File: src/vga_pkg.sv
package vga_pkg;

  // one displayed pixel, red in the top byte and blue in the bottom byte
  typedef logic [23:0] rgb_t;

  // word indices in the 10-bit slave address space
  localparam logic [9:0] REG_BASE_IDX  = 10'h300;
  localparam logic [9:0] REG_SETUP_IDX = 10'h301;

  // vga_setup[1:0]
  localparam logic [1:0] MODE_NORMAL = 2'b00;
  localparam logic [1:0] MODE_DOUBLE = 2'b01;

  // vga_setup bit that picks palette 1 over palette 0
  localparam int SETUP_PAL_BIT = 8;

  // framebuffer byte address after reset
  localparam logic [31:0] BASE_RESET = 32'hC000_0000;

endpackage
File: src/vga_regs.sv
`timescale 1ns/1ps

module vga_regs
  import vga_pkg::*;
(
  input  logic        clk_i,
  input  logic        rst_i,
  input  logic [9:0]  slave_adr_i,
  input  logic [31:0] slave_dat_i,
  input  logic [3:0]  slave_sel_i,
  input  logic        slave_we_i,
  input  logic        slave_cyc_i,
  input  logic        slave_stb_i,
  output logic [31:0] slave_dat_o,
  output logic        slave_ack_o,
  output logic [31:0] vga_base_o,
  output logic [1:0]  mode_o,
  output logic        pal_sel_o,
  output logic        pal_we_o,
  output logic        pal_bank_o,
  output logic [7:0]  pal_addr_o,
  output logic [23:0] pal_data_o
);

  typedef enum logic [1:0] {S_IDLE, S_PAL, S_DONE} state_t;

  state_t      state;
  logic [31:0] base_q;
  logic [31:0] setup_q;
  logic [31:0] rd_val;
  logic        req;
  logic        is_pal;
  logic        hit_base;
  logic        hit_setup;

  function automatic logic [31:0] byte_merge(input logic [31:0] old_v,
                                             input logic [31:0] new_v,
                                             input logic [3:0]  sel);
    logic [31:0] res;
    res = old_v;
    for (int i = 0; i < 4; i++) begin
      if (sel[i]) begin
        res[8*i +: 8] = new_v[8*i +: 8];
      end
    end
    return res;
  endfunction

  assign req       = slave_cyc_i && slave_stb_i && (state == S_IDLE);
  // 0x000-0x1ff is palette space, everything above is registers
  assign is_pal    = ~slave_adr_i[9];
  assign hit_base  = (slave_adr_i == REG_BASE_IDX);
  assign hit_setup = (slave_adr_i == REG_SETUP_IDX);

  always_comb begin
    rd_val = 32'h0;
    if (!slave_we_i && hit_base) begin
      rd_val = base_q;
    end else if (!slave_we_i && hit_setup) begin
      rd_val = setup_q;
    end
  end

  always_ff @(posedge clk_i or posedge rst_i) begin
    if (rst_i) begin
      state       <= S_IDLE;
      base_q      <= BASE_RESET;
      setup_q     <= 32'h0;
      slave_dat_o <= 32'h0;
      pal_we_o    <= 1'b0;
    end else begin
      pal_we_o <= 1'b0;
      case (state)
        S_IDLE: begin
          if (req) begin
            slave_dat_o <= rd_val;
            if (is_pal) begin
              // RAM write lands in the cycle between request and ack
              pal_we_o <= slave_we_i;
              state    <= S_PAL;
            end else begin
              state <= S_DONE;
              if (slave_we_i && hit_base) begin
                base_q <= byte_merge(base_q, slave_dat_i, slave_sel_i);
              end
              if (slave_we_i && hit_setup) begin
                setup_q <= byte_merge(setup_q, slave_dat_i, slave_sel_i);
              end
            end
          end
        end
        S_PAL:   state <= S_DONE;
        default: state <= S_IDLE;
      endcase
    end
  end

  always_ff @(posedge clk_i) begin
    if (req && is_pal) begin
      pal_bank_o <= slave_adr_i[8];
      pal_addr_o <= slave_adr_i[7:0];
      pal_data_o <= slave_dat_i[23:0];
    end
  end

  assign slave_ack_o = (state == S_DONE);
  assign vga_base_o  = base_q;
  assign mode_o      = setup_q[1:0];
  assign pal_sel_o   = setup_q[SETUP_PAL_BIT];

endmodule

File: config.mk
export PLATFORM = sky130hd
export DESIGN_NAME = vga_regs
export DESIGN_NICKNAME = d
export VERILOG_FILES = /design/src/vga_pkg.sv /design/src/vga_regs.sv
export SDC_FILE = /design/constraint.sdc
export NUM_CORES = 1
export LEC_CHECK = 0
export BUFFER_PORTS_ARGS = -buffer_cell sky130_fd_sc_hd__buf_2
export CAP_MARGIN = 10
export CORE_MARGIN = 10
export CORE_UTILIZATION = 37
export CTS_BUF_LIST = sky130_fd_sc_hd__clkbuf_4 sky130_fd_sc_hd__clkbuf_8 sky130_fd_sc_hd__clkbuf_16
export CTS_CLUSTER_SIZE = 8
export DETAILED_ROUTE_END_ITERATION = 16
export PLACE_DENSITY_LB_ADDON = 0.05
export SLEW_MARGIN = 20
export SYNTH_ARGS = -nofsm -noshare
export SYNTH_HDL_FRONTEND = slang
export SYNTH_SLANG_ARGS = --single-unit
export TNS_END_PERCENT = 10
File: constraint.sdc
create_clock -name clk_i -period 3 [get_ports clk_i]
set_clock_uncertainty 0.1 [all_clocks]
set_input_delay 0.45 -clock clk_i [delete_from_list [all_inputs] [get_ports clk_i]]
set_output_delay 0.45 -clock clk_i [all_outputs]
set_load 0.01 [all_outputs]
Word level (Yosys, flattened, before mapping):

Cells that the tools add are included.

* bits in registers: 132
* logic and storage cells: 46

* equal/unequal tests: 5
* muxes and demuxes: 8
* bitwise operators: 1
* reductions and logical operators: 18

Operators with widths (number)
* $mux W32: 2
* $reduce_and A5 Y1: 8
* $eq A10 B10 Y1 const B: 2
* $logic_and A1 B1 Y1: 7
* $mux W2: 2
* $pmux W2 S2: 1
* $mux W1: 3
* $eq A2 B1 Y1 const B: 1
* $eq A2 B2 Y1 const B: 1
* $logic_not A2 Y1: 1
* $ne A2 B2 Y1 const B: 1
* $reduce_and A2 Y1: 1
* $logic_not A1 Y1: 1
* $not A1 Y1: 1

Logic depth before layout (Yosys ltp):

Gate-level depths: netlist (run 1).

* depth after elaboration: 4
* mapped depth: 6

Worst setup path after synthesis (run 1):

OpenSTA, ideal clock, no wires.

* path kind: flip-flop to flip-flop
* start point: register state[0]
* end point: register pal_addr_o[0], enable pin
* setup time: 0.424 ns
* arrival: 2.137 ns
* required time: 2.476 ns
* slack: 0.339 ns
* stages on the path, launching flop included: 4
* clock period less this slack: 2.661 ns
* cell sequence: dfrtp_1 -> nand4bb_1 -> buf_2 -> nor2_1

* longest elaborated chain between the ends: 3

Ends and longest elaborated chain
* from (decl): line vga_regs.sv:27 `state_t state;`
* from (signal assigned): line vga_regs.sv:66 `state <= S_IDLE;`
* from (signal assigned): line vga_regs.sv:80 `state <= S_PAL;`
* from (signal assigned): line vga_regs.sv:82 `state <= S_DONE;`
* $logic_not A2 Y1: line vga_regs.sv:49 `assign req = slave_cyc_i && slave_stb_i && (state == S_IDLE);`
* $logic_and A1 B1 Y1: line vga_regs.sv:49
* $logic_and A1 B1 Y1: line vga_regs.sv:99 `if (req && is_pal) begin`
* to (signal assigned): line vga_regs.sv:101 `pal_addr_o <= slave_adr_i[7:0];`
* to (decl): line vga_regs.sv:21 `output logic [7:0] pal_addr_o,`

Every way passes these cells.
A chain may end at the register's enable or synchronous reset.

Final worst setup path (run 1):

* start point: register state[0]
* end point: register base_q[14], in the netlist vga_base_o[14]

* longest elaborated chain between the ends: 3

Ends and longest elaborated chain
* $logic_not A2 Y1 *: line vga_regs.sv:49, vga_regs.sv:73
* $logic_and A1 B1 Y1: line vga_regs.sv:49
* $reduce_and A5 Y1 (no line) *
* to (signal assigned): line vga_regs.sv:84 `base_q <= byte_merge(base_q, slave_dat_i, slave_sel_i);`
* to (decl): line vga_regs.sv:28 `logic [31:0] base_q;`

Mark *: on every way between the ends. The rest lies on a longest branch, timed or not.

==> results.json, run 1 <==
{
  "status": "finished clean",
  "fmax_mhz": 446,
  "max_slew.worst_pin.slew_ns": 0.641,
  "period_share_pct": 74.7,
  "clock_tree.root_cell": "sky130_fd_sc_hd__clkbuf_16",
  "clkTransAtPathRegs_ns": 0.06,
  "area.growth.synth_to_final_pct": 27.3,
  "number_of_antenna_violations_at_the_first_check_in_global_routing": 2,
  "drt-pass1-iter-count": 4,
  "top_usage_layer": "met2",
  "classification_of_the_worst_setup_path": "flop to flop",
  "synth_enable_flop_cells": 33,
  "synth.top_cells.by_area": "sky130_fd_sc_hd__dfrtp_1 45%, sky130_fd_sc_hd__edfxtp_1 18%, sky130_fd_sc_hd__mux2_4 18%, sky130_fd_sc_hd__mux2i_1 6.0%, sky130_fd_sc_hd__o21ai_0 3.0%",
  "fillerInstances": 1275,
  "die_h_um": 140,
  "met2_usage_pct": 21.7,
  "port_buffers": 152,
  "track_usage_pct": 14.2,
  "crit-reg2reg-launch": "state[0]$_DFFE_PP0P_",
  "grt_start_max_net_pins": 100,
  "floorplan.initialDensity_pct": 38.2,
  "setup_violations": 0,
  "placement.setup.worst_slack_ns": 0.420,
  "antenna_violating_nets_post_route": 0,
  "synth_ff_type": "sky130_fd_sc_hd__dfrtp_1",
  "critPathMaxFanout": 8,
  "synth.yosys.warnings": 0,
  "regToRegEndpoint": "vga_base_o[14]$_DFFE_PP0P_",
  "estimated_wirelength_of_the_detail_placed_design_um": 9400,
  "x_dimension_of_the_die_um": 140,
  "asyncSetResetFlopFracSynth_pct": 75.0,
  "post_synth_num_cell_types": 24,
  "critical_path_arrival_ns": 2.44,
  "crit_path_start_kind": "flop",
  "htree_levels": 4,
  "drc_violation_total_after_the_first_tritonroute_iteration": 172,
  "layout_setup_ws_ns": 0.760,
  "cts_buffers": 17,
  "grt_use_met3_pct": 6.19,
  "routability_driven_placement_congestion_ratio": 0.718,
  "route.detailed.drc": 0,
  "clock_path_buffers": 2,
  "hold_class": "input port to asynchronous set/reset pin",
  "wire_length_of_the_first_global_routing_pass_um": 21700,
  "number_of_hold_buffers_added_after_cts": 0,
  "ctsResizeCount": 0,
  "tmin_final_ns": 2.24,
  "ys_seq_elements": 132,
  "post-synth-top-count-cell": "sky130_fd_sc_hd__dfrtp_1",
  "timing_hold_violations_final": 0,
  "drive_gt1_share_pct": 51.6,
  "timing.reg2reg.worst_path_depth": 4,
  "end_kind": "flop",
  "num_rows": 43,
  "final_net_count": 547,
  "required_ns": 3.20,
  "syn_area_um2": 5360,
  "number_of_vias_after_detailed_routing": 3292,
  "synth_cells": 338,
  "ys_top_cells_by_count": "97 x sky130_fd_sc_hd__dfrtp_1, 64 x sky130_fd_sc_hd__mux2_4, 34 x sky130_fd_sc_hd__nand2_1",
  "die_area_um2": 19700,
  "clkSinkCount": 132,
  "synth_top_area_share_pct": 45.3,
  "slew_violations": 0,
  "total_leakage_power_uw": 0.00342,
  "rsz0062_at_grt": "no",
  "mean_instance_size_in_the_synthesized_netlist_um2": 15.9,
  "floorplan.io_pins": 153,
  "grt.overflow.total": 0,
  "core_um2": 14000,
  "worst_slew_margin_rel_pct": 57.3,
  "drt-wirelength-per-cell_um": 20.2,
  "worst_skew_pair.late_latency_ns": 0.42,
  "tritoncts": "built",
  "maxCapViolCount": 0,
  "setup-tns-final_ns": 0,
  "ir_worst_vdd_mv": 0.332,
  "postCtsSetupBuffers": 0,
  "viasPerCell": 4.78,
  "power_density_nw_per_um2": 569,
  "synth_seq_area_share_pct": 64.7,
  "first_global_vias": 3597,
  "route.final.wire_length_um": 13900,
  "worst-r2r-setup-slack_ns": 0.76,
  "synth_area_leader_cell": "sky130_fd_sc_hd__dfrtp_1",
  "synth.net_count": 389,
  "grt_use_met1_pct": 17.2
}
cells in the final DEF (no fill, tap or decap):
cell                         instances
sky130_fd_sc_hd__nor4b_1             1
sky130_fd_sc_hd__and3_1              8
sky130_fd_sc_hd__clkbuf_4            5
sky130_fd_sc_hd__nor3_1              2
sky130_fd_sc_hd__nand4bb_2           1
sky130_fd_sc_hd__nor2_1              2
sky130_fd_sc_hd__dfstp_2             2
sky130_fd_sc_hd__nand2_1            34
sky130_fd_sc_hd__clkinvlp_4          1
sky130_fd_sc_hd__edfxtp_1           33
sky130_fd_sc_hd__clkinv_1            1
sky130_fd_sc_hd__buf_4               6
sky130_fd_sc_hd__mux2_4             64
sky130_fd_sc_hd__nor2b_1             1
sky130_fd_sc_hd__o21ai_0            32
sky130_fd_sc_hd__mux2i_1            32
sky130_fd_sc_hd__nor3_4              1
sky130_fd_sc_hd__nor4_4              1
sky130_fd_sc_hd__clkinv_2            6
sky130_fd_sc_hd__buf_2             152
sky130_fd_sc_hd__buf_12              2
sky130_fd_sc_hd__nand4bb_1           1
sky130_fd_sc_hd__or3_4               1
sky130_fd_sc_hd__a31oi_1             1
sky130_fd_sc_hd__nor2_4              1
sky130_fd_sc_hd__and2_1              1
sky130_fd_sc_hd__clkbuf_8            2
sky130_fd_sc_hd__diode_2             1
sky130_fd_sc_hd__clkbuf_16          17
sky130_fd_sc_hd__dfrtp_1            97
state kept, by name, indices dropped and copies added (netlist names):
register	flops
slave_dat_o	32
setup_q	32
pal_bank_o	1
pal_addr_o	8
vga_base_o	32
pal_data_o	24
pal_we_o	1
state	2
area by class of cell:
| cell class | instances | area, µm² | area share [%] |
|---|---|---|---|
| clock inverter | 7 | 33.8 | 0.495 |
| antenna | 1 | 2.50 | 0.0367 |
| tap | 180 | 225 | 3.30 |
| timing repair buffer | 160 | 846 | 12.4 |
| multi-input combinational | 184 | 1750 | 25.7 |
| clock buffer | 24 | 490 | 7.18 |
| sequential | 132 | 3470 | 50.8 |
| inverter | 1 | 7.51 | 0.110 |
logic make-up (layout without fill, tap and decap cells):
kind of cell / Yosys count / after routing / share of synthesized area, %
compound gates: 33 / 33 / 3.10
flops: 132 / 132 / 64.7
other cells: 0 / 1 / 0
mux: 96 / 96 / 23.9
simple gates: 55 / 55 / 5.44
buf+inv: 22 / 192 / 2.87
worst max-delay path, cell delays in order (launching register included):
cell and delay, ns:
sky130_fd_sc_hd__dfrtp_1 0.39, sky130_fd_sc_hd__nand4bb_2 0.29, sky130_fd_sc_hd__nor3_4 0.34, sky130_fd_sc_hd__and3_1 0.64
sky130_fd_sc_hd__mux2_4 0.35
worst max path at each step:
stage,endpoint,startpoint,slack [ns],cells after the start
floorplan,pal_addr_o[0]$_DFFE_PP_,state[0]$_DFFE_PP0P_,0.34,3
global placement,vga_base_o[14]$_DFFE_PP0P_,slave_adr_i[1],0.42,5
detailed placement,vga_base_o[14]$_DFFE_PP0P_,slave_adr_i[1],0.42,5
CTS,vga_base_o[14]$_DFFE_PP0P_,state[0]$_DFFE_PP0P_,0.71,4
global route,vga_base_o[10]$_DFFE_PP0P_,state[0]$_DFFE_PP0P_,0.65,4
finish,vga_base_o[14]$_DFFE_PP0P_,state[0]$_DFFE_PP0P_,0.76,4
metal layers:
| metal | share of wire (%) | vias up |
|---|---|---|
| met1 | 43 | 1652 |
| met3 | 8.1 | 18 |
| li1 | - | 1518 |
| met5 | 0.13 | - |
| met2 | 47 | 102 |
| met4 | 1.5 | 2 |
per-stage QoR:
stage | utilization [%] | cells | hold WS, ns | power (µW) | instance area (µm²)
6_report | 48.6 | 689 | 0.0646 | 3890 | 6830
5_1_grt | 48.6 | 688 | 0.107 | 4020 | 6830
4_1_cts | 48.6 | 688 | 0.102 | 3940 | 6830
3_5_place_dp | 44.9 | 657 | 0.346 | 2070 | 6300
3_3_place_gp | 44.9 | 657 | 0.322 | 2070 | 6300
2_1_floorplan | - | 338 | 0.310 | 1970 | 5370
where the power goes:
| part | switching, µW | internal (µW) |
|---|---|---|
| Combinational | 107 | 56.7 |
| Clock | 730 | 1130 |
| Sequential | 4.20 | 1860 |
Power figures use the tool's default switching activity.
==> inputs of run 2 (changes only) <==
==> constraint.sdc (replaced) <==
create_clock -name clk_i -period 2.1 [get_ports clk_i]
set_clock_uncertainty 0.1 [all_clocks]
set_input_delay 0.315 -clock clk_i [delete_from_list [all_inputs] [get_ports clk_i]]
set_output_delay 0.315 -clock clk_i [all_outputs]
set_load 0.01 [all_outputs]
==> run 2 against run 1 <==
Net effect: critical path depth is 2 higher; cell area is 7.3% higher; setup slack worse by 0.71 ns; utilization is 3.6 points higher; flip-flop and latch count stayed put; clock power is 46% higher; combinational power is 70% higher; via count is 3.9% higher; register-to-register slack worse by 0.66 ns; sequential share of layout area is 3.5 points lower; worst hold slack worse by 0.043 ns; die area stayed put.
==> results.json, run 2 (synthesis gave the netlist of run 1 again) <==
{
  "cts_buffers": 17,
  "maxCapViolCount": 0,
  "critical_path_arrival_ns": 2.25,
  "tritoncts": "built",
  "required_ns": 2.30,
  "htree_levels": 4,
  "timing.hold.ws_ns": 0.0214,
  "status": "finished clean",
  "clkSinkCount": 132,
  "period_share_pct": 97.7,
  "clock_path_buffers": 2,
  "wirelength_met1_um": 5990,
  "end_kind": "flop",
  "layout.cells.most_common_list": "150 x sky130_fd_sc_hd__buf_2, 97 x sky130_fd_sc_hd__dfrtp_1, 64 x sky130_fd_sc_hd__mux2_4",
  "floorplan.initialDensity_pct": 38.2,
  "drive_gt1_share_pct": 51.4,
  "viasPerCell": 4.71,
  "ir_worst_vdd_mv": 0.509,
  "estimated_wirelength_of_the_detail_placed_design_um": 9480,
  "die_h_um": 140,
  "floorplan.io_pins": 153,
  "placement.setup.worst_slack_ns": -0.0128,
  "slew_violations": 0,
  "drt-pass1-iter-count": 4,
  "mostFrequentLayoutCell": "sky130_fd_sc_hd__buf_2",
  "area.growth.synth_to_final_pct": 36.6,
  "clock_tree.root_cell": "sky130_fd_sc_hd__clkbuf_16",
  "die_area_um2": 19700,
  "number_of_antenna_violations_at_the_first_check_in_global_routing": 2,
  "worst_slew_margin_rel_pct": 64.4,
  "crit_path_start_kind": "input port",
  "number_of_vias_after_detailed_routing": 3419,
  "port_buffers": 152,
  "grt_start_max_net_pins": 100,
  "clkTransAtPathRegs_ns": 0.06,
  "fin_util_pct": 52.2,
  "max_slew.worst_pin.slew_ns": 0.534,
  "worst-r2r-setup-slack_ns": 0.10,
  "crit-reg2reg-launch": "state[0]$_DFFE_PP0P_",
  "timing_hold_violations_final": 0,
  "x_dimension_of_the_die_um": 140,
  "hold_class": "input port to flop",
  "grt.overflow.total": 0,
  "final_net_count": 583,
  "route.final.wire_length_um": 14000,
  "total_leakage_power_uw": 0.00361,
  "track_usage_pct": 14.5,
  "regToRegEndpoint": "vga_base_o[29]$_DFFE_PP0P_",
  "layout_setup_ws_ns": 0.0474,
  "power_density_nw_per_um2": 772,
  "wire_length_of_the_first_global_routing_pass_um": 22100,
  "setup_violations": 0,
  "core_um2": 14000,
  "drc_violation_total_after_the_first_tritonroute_iteration": 126,
  "timing.critical_path.from": "slave_adr_i[3]",
  "classification_of_the_worst_setup_path": "input port to flop",
  "num_rows": 43,
  "drt-wirelength-per-cell_um": 19.3,
  "worst_skew_pair.late_latency_ns": 0.42,
  "routed_wl_met2_um": 6600,
  "timing.reg2reg.worst_path_depth": 5,
  "route.detailed.drc": 0,
  "routability_driven_placement_congestion_ratio": 0.737,
  "met3_wirelength_um": 1100,
  "antenna_violating_nets_post_route": 0,
  "critPathMaxFanout": 8,
  "rsz0062_at_grt": "no",
  "fillerInstances": 1265,
  "fmax_mhz": 487,
  "dr.max_layer_used": "met5",
  "crit_path_end": "vga_base_o[29]$_DFFE_PP0P_",
  "tmin_final_ns": 2.05,
  "first_global_vias": 3755
}
[run 2: changes by cell type in the layout (fill, tap and decap cells not counted), sizes merged]
cell	change
dlygate4sd3	+26
buf	+10
clkbuf	+2
clkinv	-2
inv	+1
[run 2: timing repair]
item | CTS | global route
hold buffers | 26 | 0
hold endpoints to repair | 122 | 0
setup endpoints to repair | 0 | 66
resized for setup | 0 | 10
setup buffers | 0 | 1
[run 2: final cells by class]
class                      instances  area [µm²]  share of cell area [%]
sequential                       132        3470                    47.4
multi-input combinational        184        1790                    24.5
timing repair buffer             196        1280                    17.5
clock buffer                      26         512                    6.98
tap                              180         225                    3.07
clock inverter                     6        31.3                   0.427
inverter                           1        7.51                   0.102
antenna                            1        2.50                  0.0342
[run 2: stage by stage]
stage | power (µW) | cell area, µm² | setup TNS, ns | std cells
after CTS | 5740 | 7270 | 0 | 726
after floorplan | 2820 | 5370 | -18.99 | 338
after detailed placement | 2960 | 6470 | -0.182 | 668
final | 5650 | 7330 | 0 | 726
after global routing | 5860 | 7330 | 0 | 726
after global placement | 2960 | 6470 | -0.298 | 668
[run 2: power by group]
group          switching, µW  total, µW  internal, µW
sequential              6.46       2670          2660
combinational            159        277           117
clock                   1040       2710          1670
total                   1210       5650          4450
[run 2: worst min-delay path by stage]
stage          slack, ns                       end                  from  cells after the start
2_1_floorplan       0.28      state[0]$_DFFE_PP0P_        slave_adr_i[9]                      1
3_3_place_gp        0.33      state[1]$_DFFE_PP0P_  state[1]$_DFFE_PP0P_                      1
3_5_place_dp        0.33      state[1]$_DFFE_PP0P_  state[1]$_DFFE_PP0P_                      1
4_1_cts           0.0006  pal_data_o[17]$_DFFE_PP_       slave_dat_i[17]                      1
5_1_grt             0.01   pal_data_o[6]$_DFFE_PP_        slave_dat_i[6]                      1
6_report            0.02   pal_data_o[6]$_DFFE_PP_        slave_dat_i[6]                      1
[run 2: worst max-delay path, stage by stage]
cell and delay [ns]:
sky130_fd_sc_hd__dlygate4sd3_1 0.57, sky130_fd_sc_hd__nand4bb_4 0.26, sky130_fd_sc_hd__nor3_4 0.38, sky130_fd_sc_hd__and3_1 0.27
sky130_fd_sc_hd__buf_12 0.15, sky130_fd_sc_hd__mux2_4 0.30
[run 2: metal layers]
layer | vias up | track usage, %
met5 | - | 0
met4 | 2 | 5.54
met3 | 20 | 6.39
li1 | 1600 | -
met1 | 1696 | 17.3
met2 | 101 | 22.7
==> inputs of run 3 (changes only) <==
--- a/config.mk
+++ b/config.mk
@@ -8,7 +8,7 @@
 export BUFFER_PORTS_ARGS = -buffer_cell sky130_fd_sc_hd__buf_2
 export CAP_MARGIN = 10
 export CORE_MARGIN = 10
-export CORE_UTILIZATION = 37
+export CORE_UTILIZATION = 34
 export CTS_BUF_LIST = sky130_fd_sc_hd__clkbuf_4 sky130_fd_sc_hd__clkbuf_8 sky130_fd_sc_hd__clkbuf_16
 export CTS_CLUSTER_SIZE = 8
 export DETAILED_ROUTE_END_ITERATION = 16
==> run 3 against run 2 <==
Net effect: first-iteration DRC count down 22%; global-route usage is 0.83 points lower; non-clock buffer count did not move; clock-buffer cell count up 3; sequential power is essentially flat; sequential share of layout area decreased by 0.51 points; clock power increased by 11%; largest cell class unchanged; critical path depth is 2 higher; worst hold slack got worse by 0.00097 ns; largest power group unchanged.
==> results.json, run 3 (synthesis gave the netlist of run 1 again) <==
{
  "status": "finished clean",
  "antenna_violating_nets_post_route": 0,
  "clkSinkCount": 132,
  "estimated_wirelength_of_the_detail_placed_design_um": 9660,
  "grt.overflow.total": 0,
  "postCtsSetupBuffers": 0,
  "tritoncts": "built",
  "grt_start_max_net_pins": 100,
  "ir_worst_vdd_mv": 0.489,
  "timing.critical_path.cells": "dlygate4sd3_1 -> buf_2 -> nand4bb_4 -> nor3_4 -> buf_12 -> and3_1 -> buf_12 -> mux2_4",
  "classification_of_the_worst_setup_path": "input port to flop",
  "total_leakage_power_uw": 0.00365,
  "worst_slew_margin_rel_pct": 64.8,
  "cp_num_cells": 8,
  "dpl.cell_count": 702,
  "htree_levels": 4,
  "critical_path_buf_inv_count": 4,
  "timing_hold_violations_final": 0,
  "port_buffers": 152,
  "number_of_vias_after_detailed_routing": 3397,
  "maxCapViolCount": 0,
  "final_net_count": 583,
  "num_rows": 45,
  "clkTransAtPathRegs_ns": 0.05,
  "floorplan.initialDensity_pct": 35.0,
  "wire_length_of_the_first_global_routing_pass_um": 22500,
  "final-seq-area_um2": 3470,
  "die_h_um": 146,
  "drt-wirelength-per-cell_um": 18.5,
  "tmin_final_ns": 2.07,
  "drive_gt1_share_pct": 51.2,
  "max_slew.worst_pin.slew_ns": 0.528,
  "worst-r2r-setup-slack_ns": 0.14,
  "routability_driven_placement_congestion_ratio": 0.699,
  "drc_violation_total_after_the_first_tritonroute_iteration": 98,
  "mostFrequentLayoutCell": "sky130_fd_sc_hd__buf_2",
  "rsz0062_at_grt": "yes",
  "drt-pass1-iter-count": 4,
  "path_delay_family": "buffers and inverters",
  "timing.critical_path.from": "slave_adr_i[2]",
  "instances_no_fill": 758,
  "slew_violations": 0,
  "cpPeakStageDelay_ns": 0.53,
  "area.growth.synth_to_final_pct": 38.1,
  "critical-path-top-cell-by-count": "sky130_fd_sc_hd__buf_12",
  "finalInstanceArea_um2": 7410,
  "fmax_mhz": 484,
  "crit_path_start_kind": "input port",
  "cts_buffers": 17,
  "route.detailed.drc": 0,
  "viasPerCell": 4.48,
  "power_density_nw_per_um2": 802,
  "fillerInstances": 1406,
  "crit-reg2reg-launch": "state[0]$_DFFE_PP0P_",
  "worst_path_cell_with_the_longest_stage_delay": "sky130_fd_sc_hd__dlygate4sd3_1",
  "required_ns": 2.29,
  "hold_class": "input port to flop",
  "die_area_um2": 21200,
  "clock_path_buffers": 2,
  "core_um2": 15300,
  "track_usage_pct": 13.7,
  "floorplan.io_pins": 153,
  "post_dp_cell_area_um2": 6550,
  "worst_skew_pair.late_latency_ns": 0.41,
  "period_share_pct": 98.4,
  "crit_path_end": "setup_q[20]$_DFFE_PP0P_",
  "multi_input_area_um2": 1770,
  "end_kind": "flop",
  "critPathMaxFanout": 8,
  "critical_path_arrival_ns": 2.26,
  "regToRegEndpoint": "setup_q[20]$_DFFE_PP0P_",
  "timing.reg2reg.worst_path_depth": 6,
  "route.final.wire_length_um": 14100,
  "first_global_vias": 3786,
  "number_of_antenna_violations_at_the_first_check_in_global_routing": 2,
  "layout.cells.most_common_list": "152 x sky130_fd_sc_hd__buf_2, 97 x sky130_fd_sc_hd__dfrtp_1, 64 x sky130_fd_sc_hd__mux2_4",
  "x_dimension_of_the_die_um": 146,
  "setup_violations": 0,
  "clock_tree.root_cell": "sky130_fd_sc_hd__clkbuf_16"
}
run 3: cell types whose count changed in the layout (fill, tap and decap cells not counted), moves of 3 or more:
cell	previous run	this run
sky130_fd_sc_hd__and3_1	3	8
sky130_fd_sc_hd__and3_4	5	0
sky130_fd_sc_hd__clkbuf_8	3	7
sky130_fd_sc_hd__dlygate4sd3_1	26	22
sky130_fd_sc_hd__buf_4	8	11
sky130_fd_sc_hd__clkinv_2	5	2
run 3: power by group:
part / switching, µW / internal [µW] / leakage, µW
Sequential: 7.09 / 2660 / 0.00168
Combinational: 158 / 114 / 0.00166
Clock: 1030 / 1970 / 0.000313
Total: 1190 / 4750 / 0.00365
run 3: what timing repair did:
item / in CTS / in global routing
setup endpoints to repair: 0 / 73
gates resized for setup: 0 / 2
endpoints found under the hold margin: 118 / 0
hold buffers: 22 / 0
run 3: worst reg2reg max path, delay by kind of cell, from the launching register on:
family | cells | cell delay, ns
buf+inv | 2 | 0.30
mux | 1 | 0.30
flops | 1 | 0.39
simple gates | 3 | 0.75
run 3: routing by layer:
metal	part of all wire (%)	vias up	wire [µm]	track usage (%)
met5	0	-	0	0
met4	1.4	0	195	5.61
met3	7.2	16	1010	5.43
met2	48	106	6810	21.7
met1	43	1675	6050	16.3
li1	-	1600	-	-
run 3: worst min path at each step:
stage / from / to / slack (ns) / cells past startpoint
floorplan: slave_adr_i[9] / state[0]$_DFFE_PP0P_ / 0.28 / 1
global placement: state[1]$_DFFE_PP0P_ / state[1]$_DFFE_PP0P_ / 0.32 / 1
detailed placement: state[1]$_DFFE_PP0P_ / state[1]$_DFFE_PP0P_ / 0.34 / 1
CTS: slave_dat_i[23] / pal_data_o[23]$_DFFE_PP_ / 0.001 / 1
global route: slave_dat_i[5] / pal_data_o[5]$_DFFE_PP_ / 0.009 / 1
finish: slave_dat_i[23] / pal_data_o[23]$_DFFE_PP_ / 0.02 / 1
run 3: cell type report:
cell class | instances | share of cell area [%]
Multi-Input combinational cell | 184 | 23.9
Antenna cell | 2 | 0.0676
Tap cell | 211 | 3.56
Sequential cell | 132 | 46.9
Timing Repair Buffer | 196 | 17.2
Inverter | 1 | 0.101
Clock inverter | 3 | 0.541
Clock buffer | 29 | 7.79
run 3: stage by stage:
stage	total power (µW)	setup TNS [ns]	hold slack, ns	util, %	setup WS [ns]
2_1_floorplan	2820	-18.99	0.281	-	-0.561
3_3_place_gp	2960	-0.113	0.321	42.7	-0.0145
3_5_place_dp	2960	-0.00407	0.337	42.7	-0.00407
4_1_cts	6030	0	0.00103	48.2	0.0375
5_1_grt	6170	-0.268	0.00892	48.3	-0.0259
6_report	5940	0	0.0205	48.4	0.0336
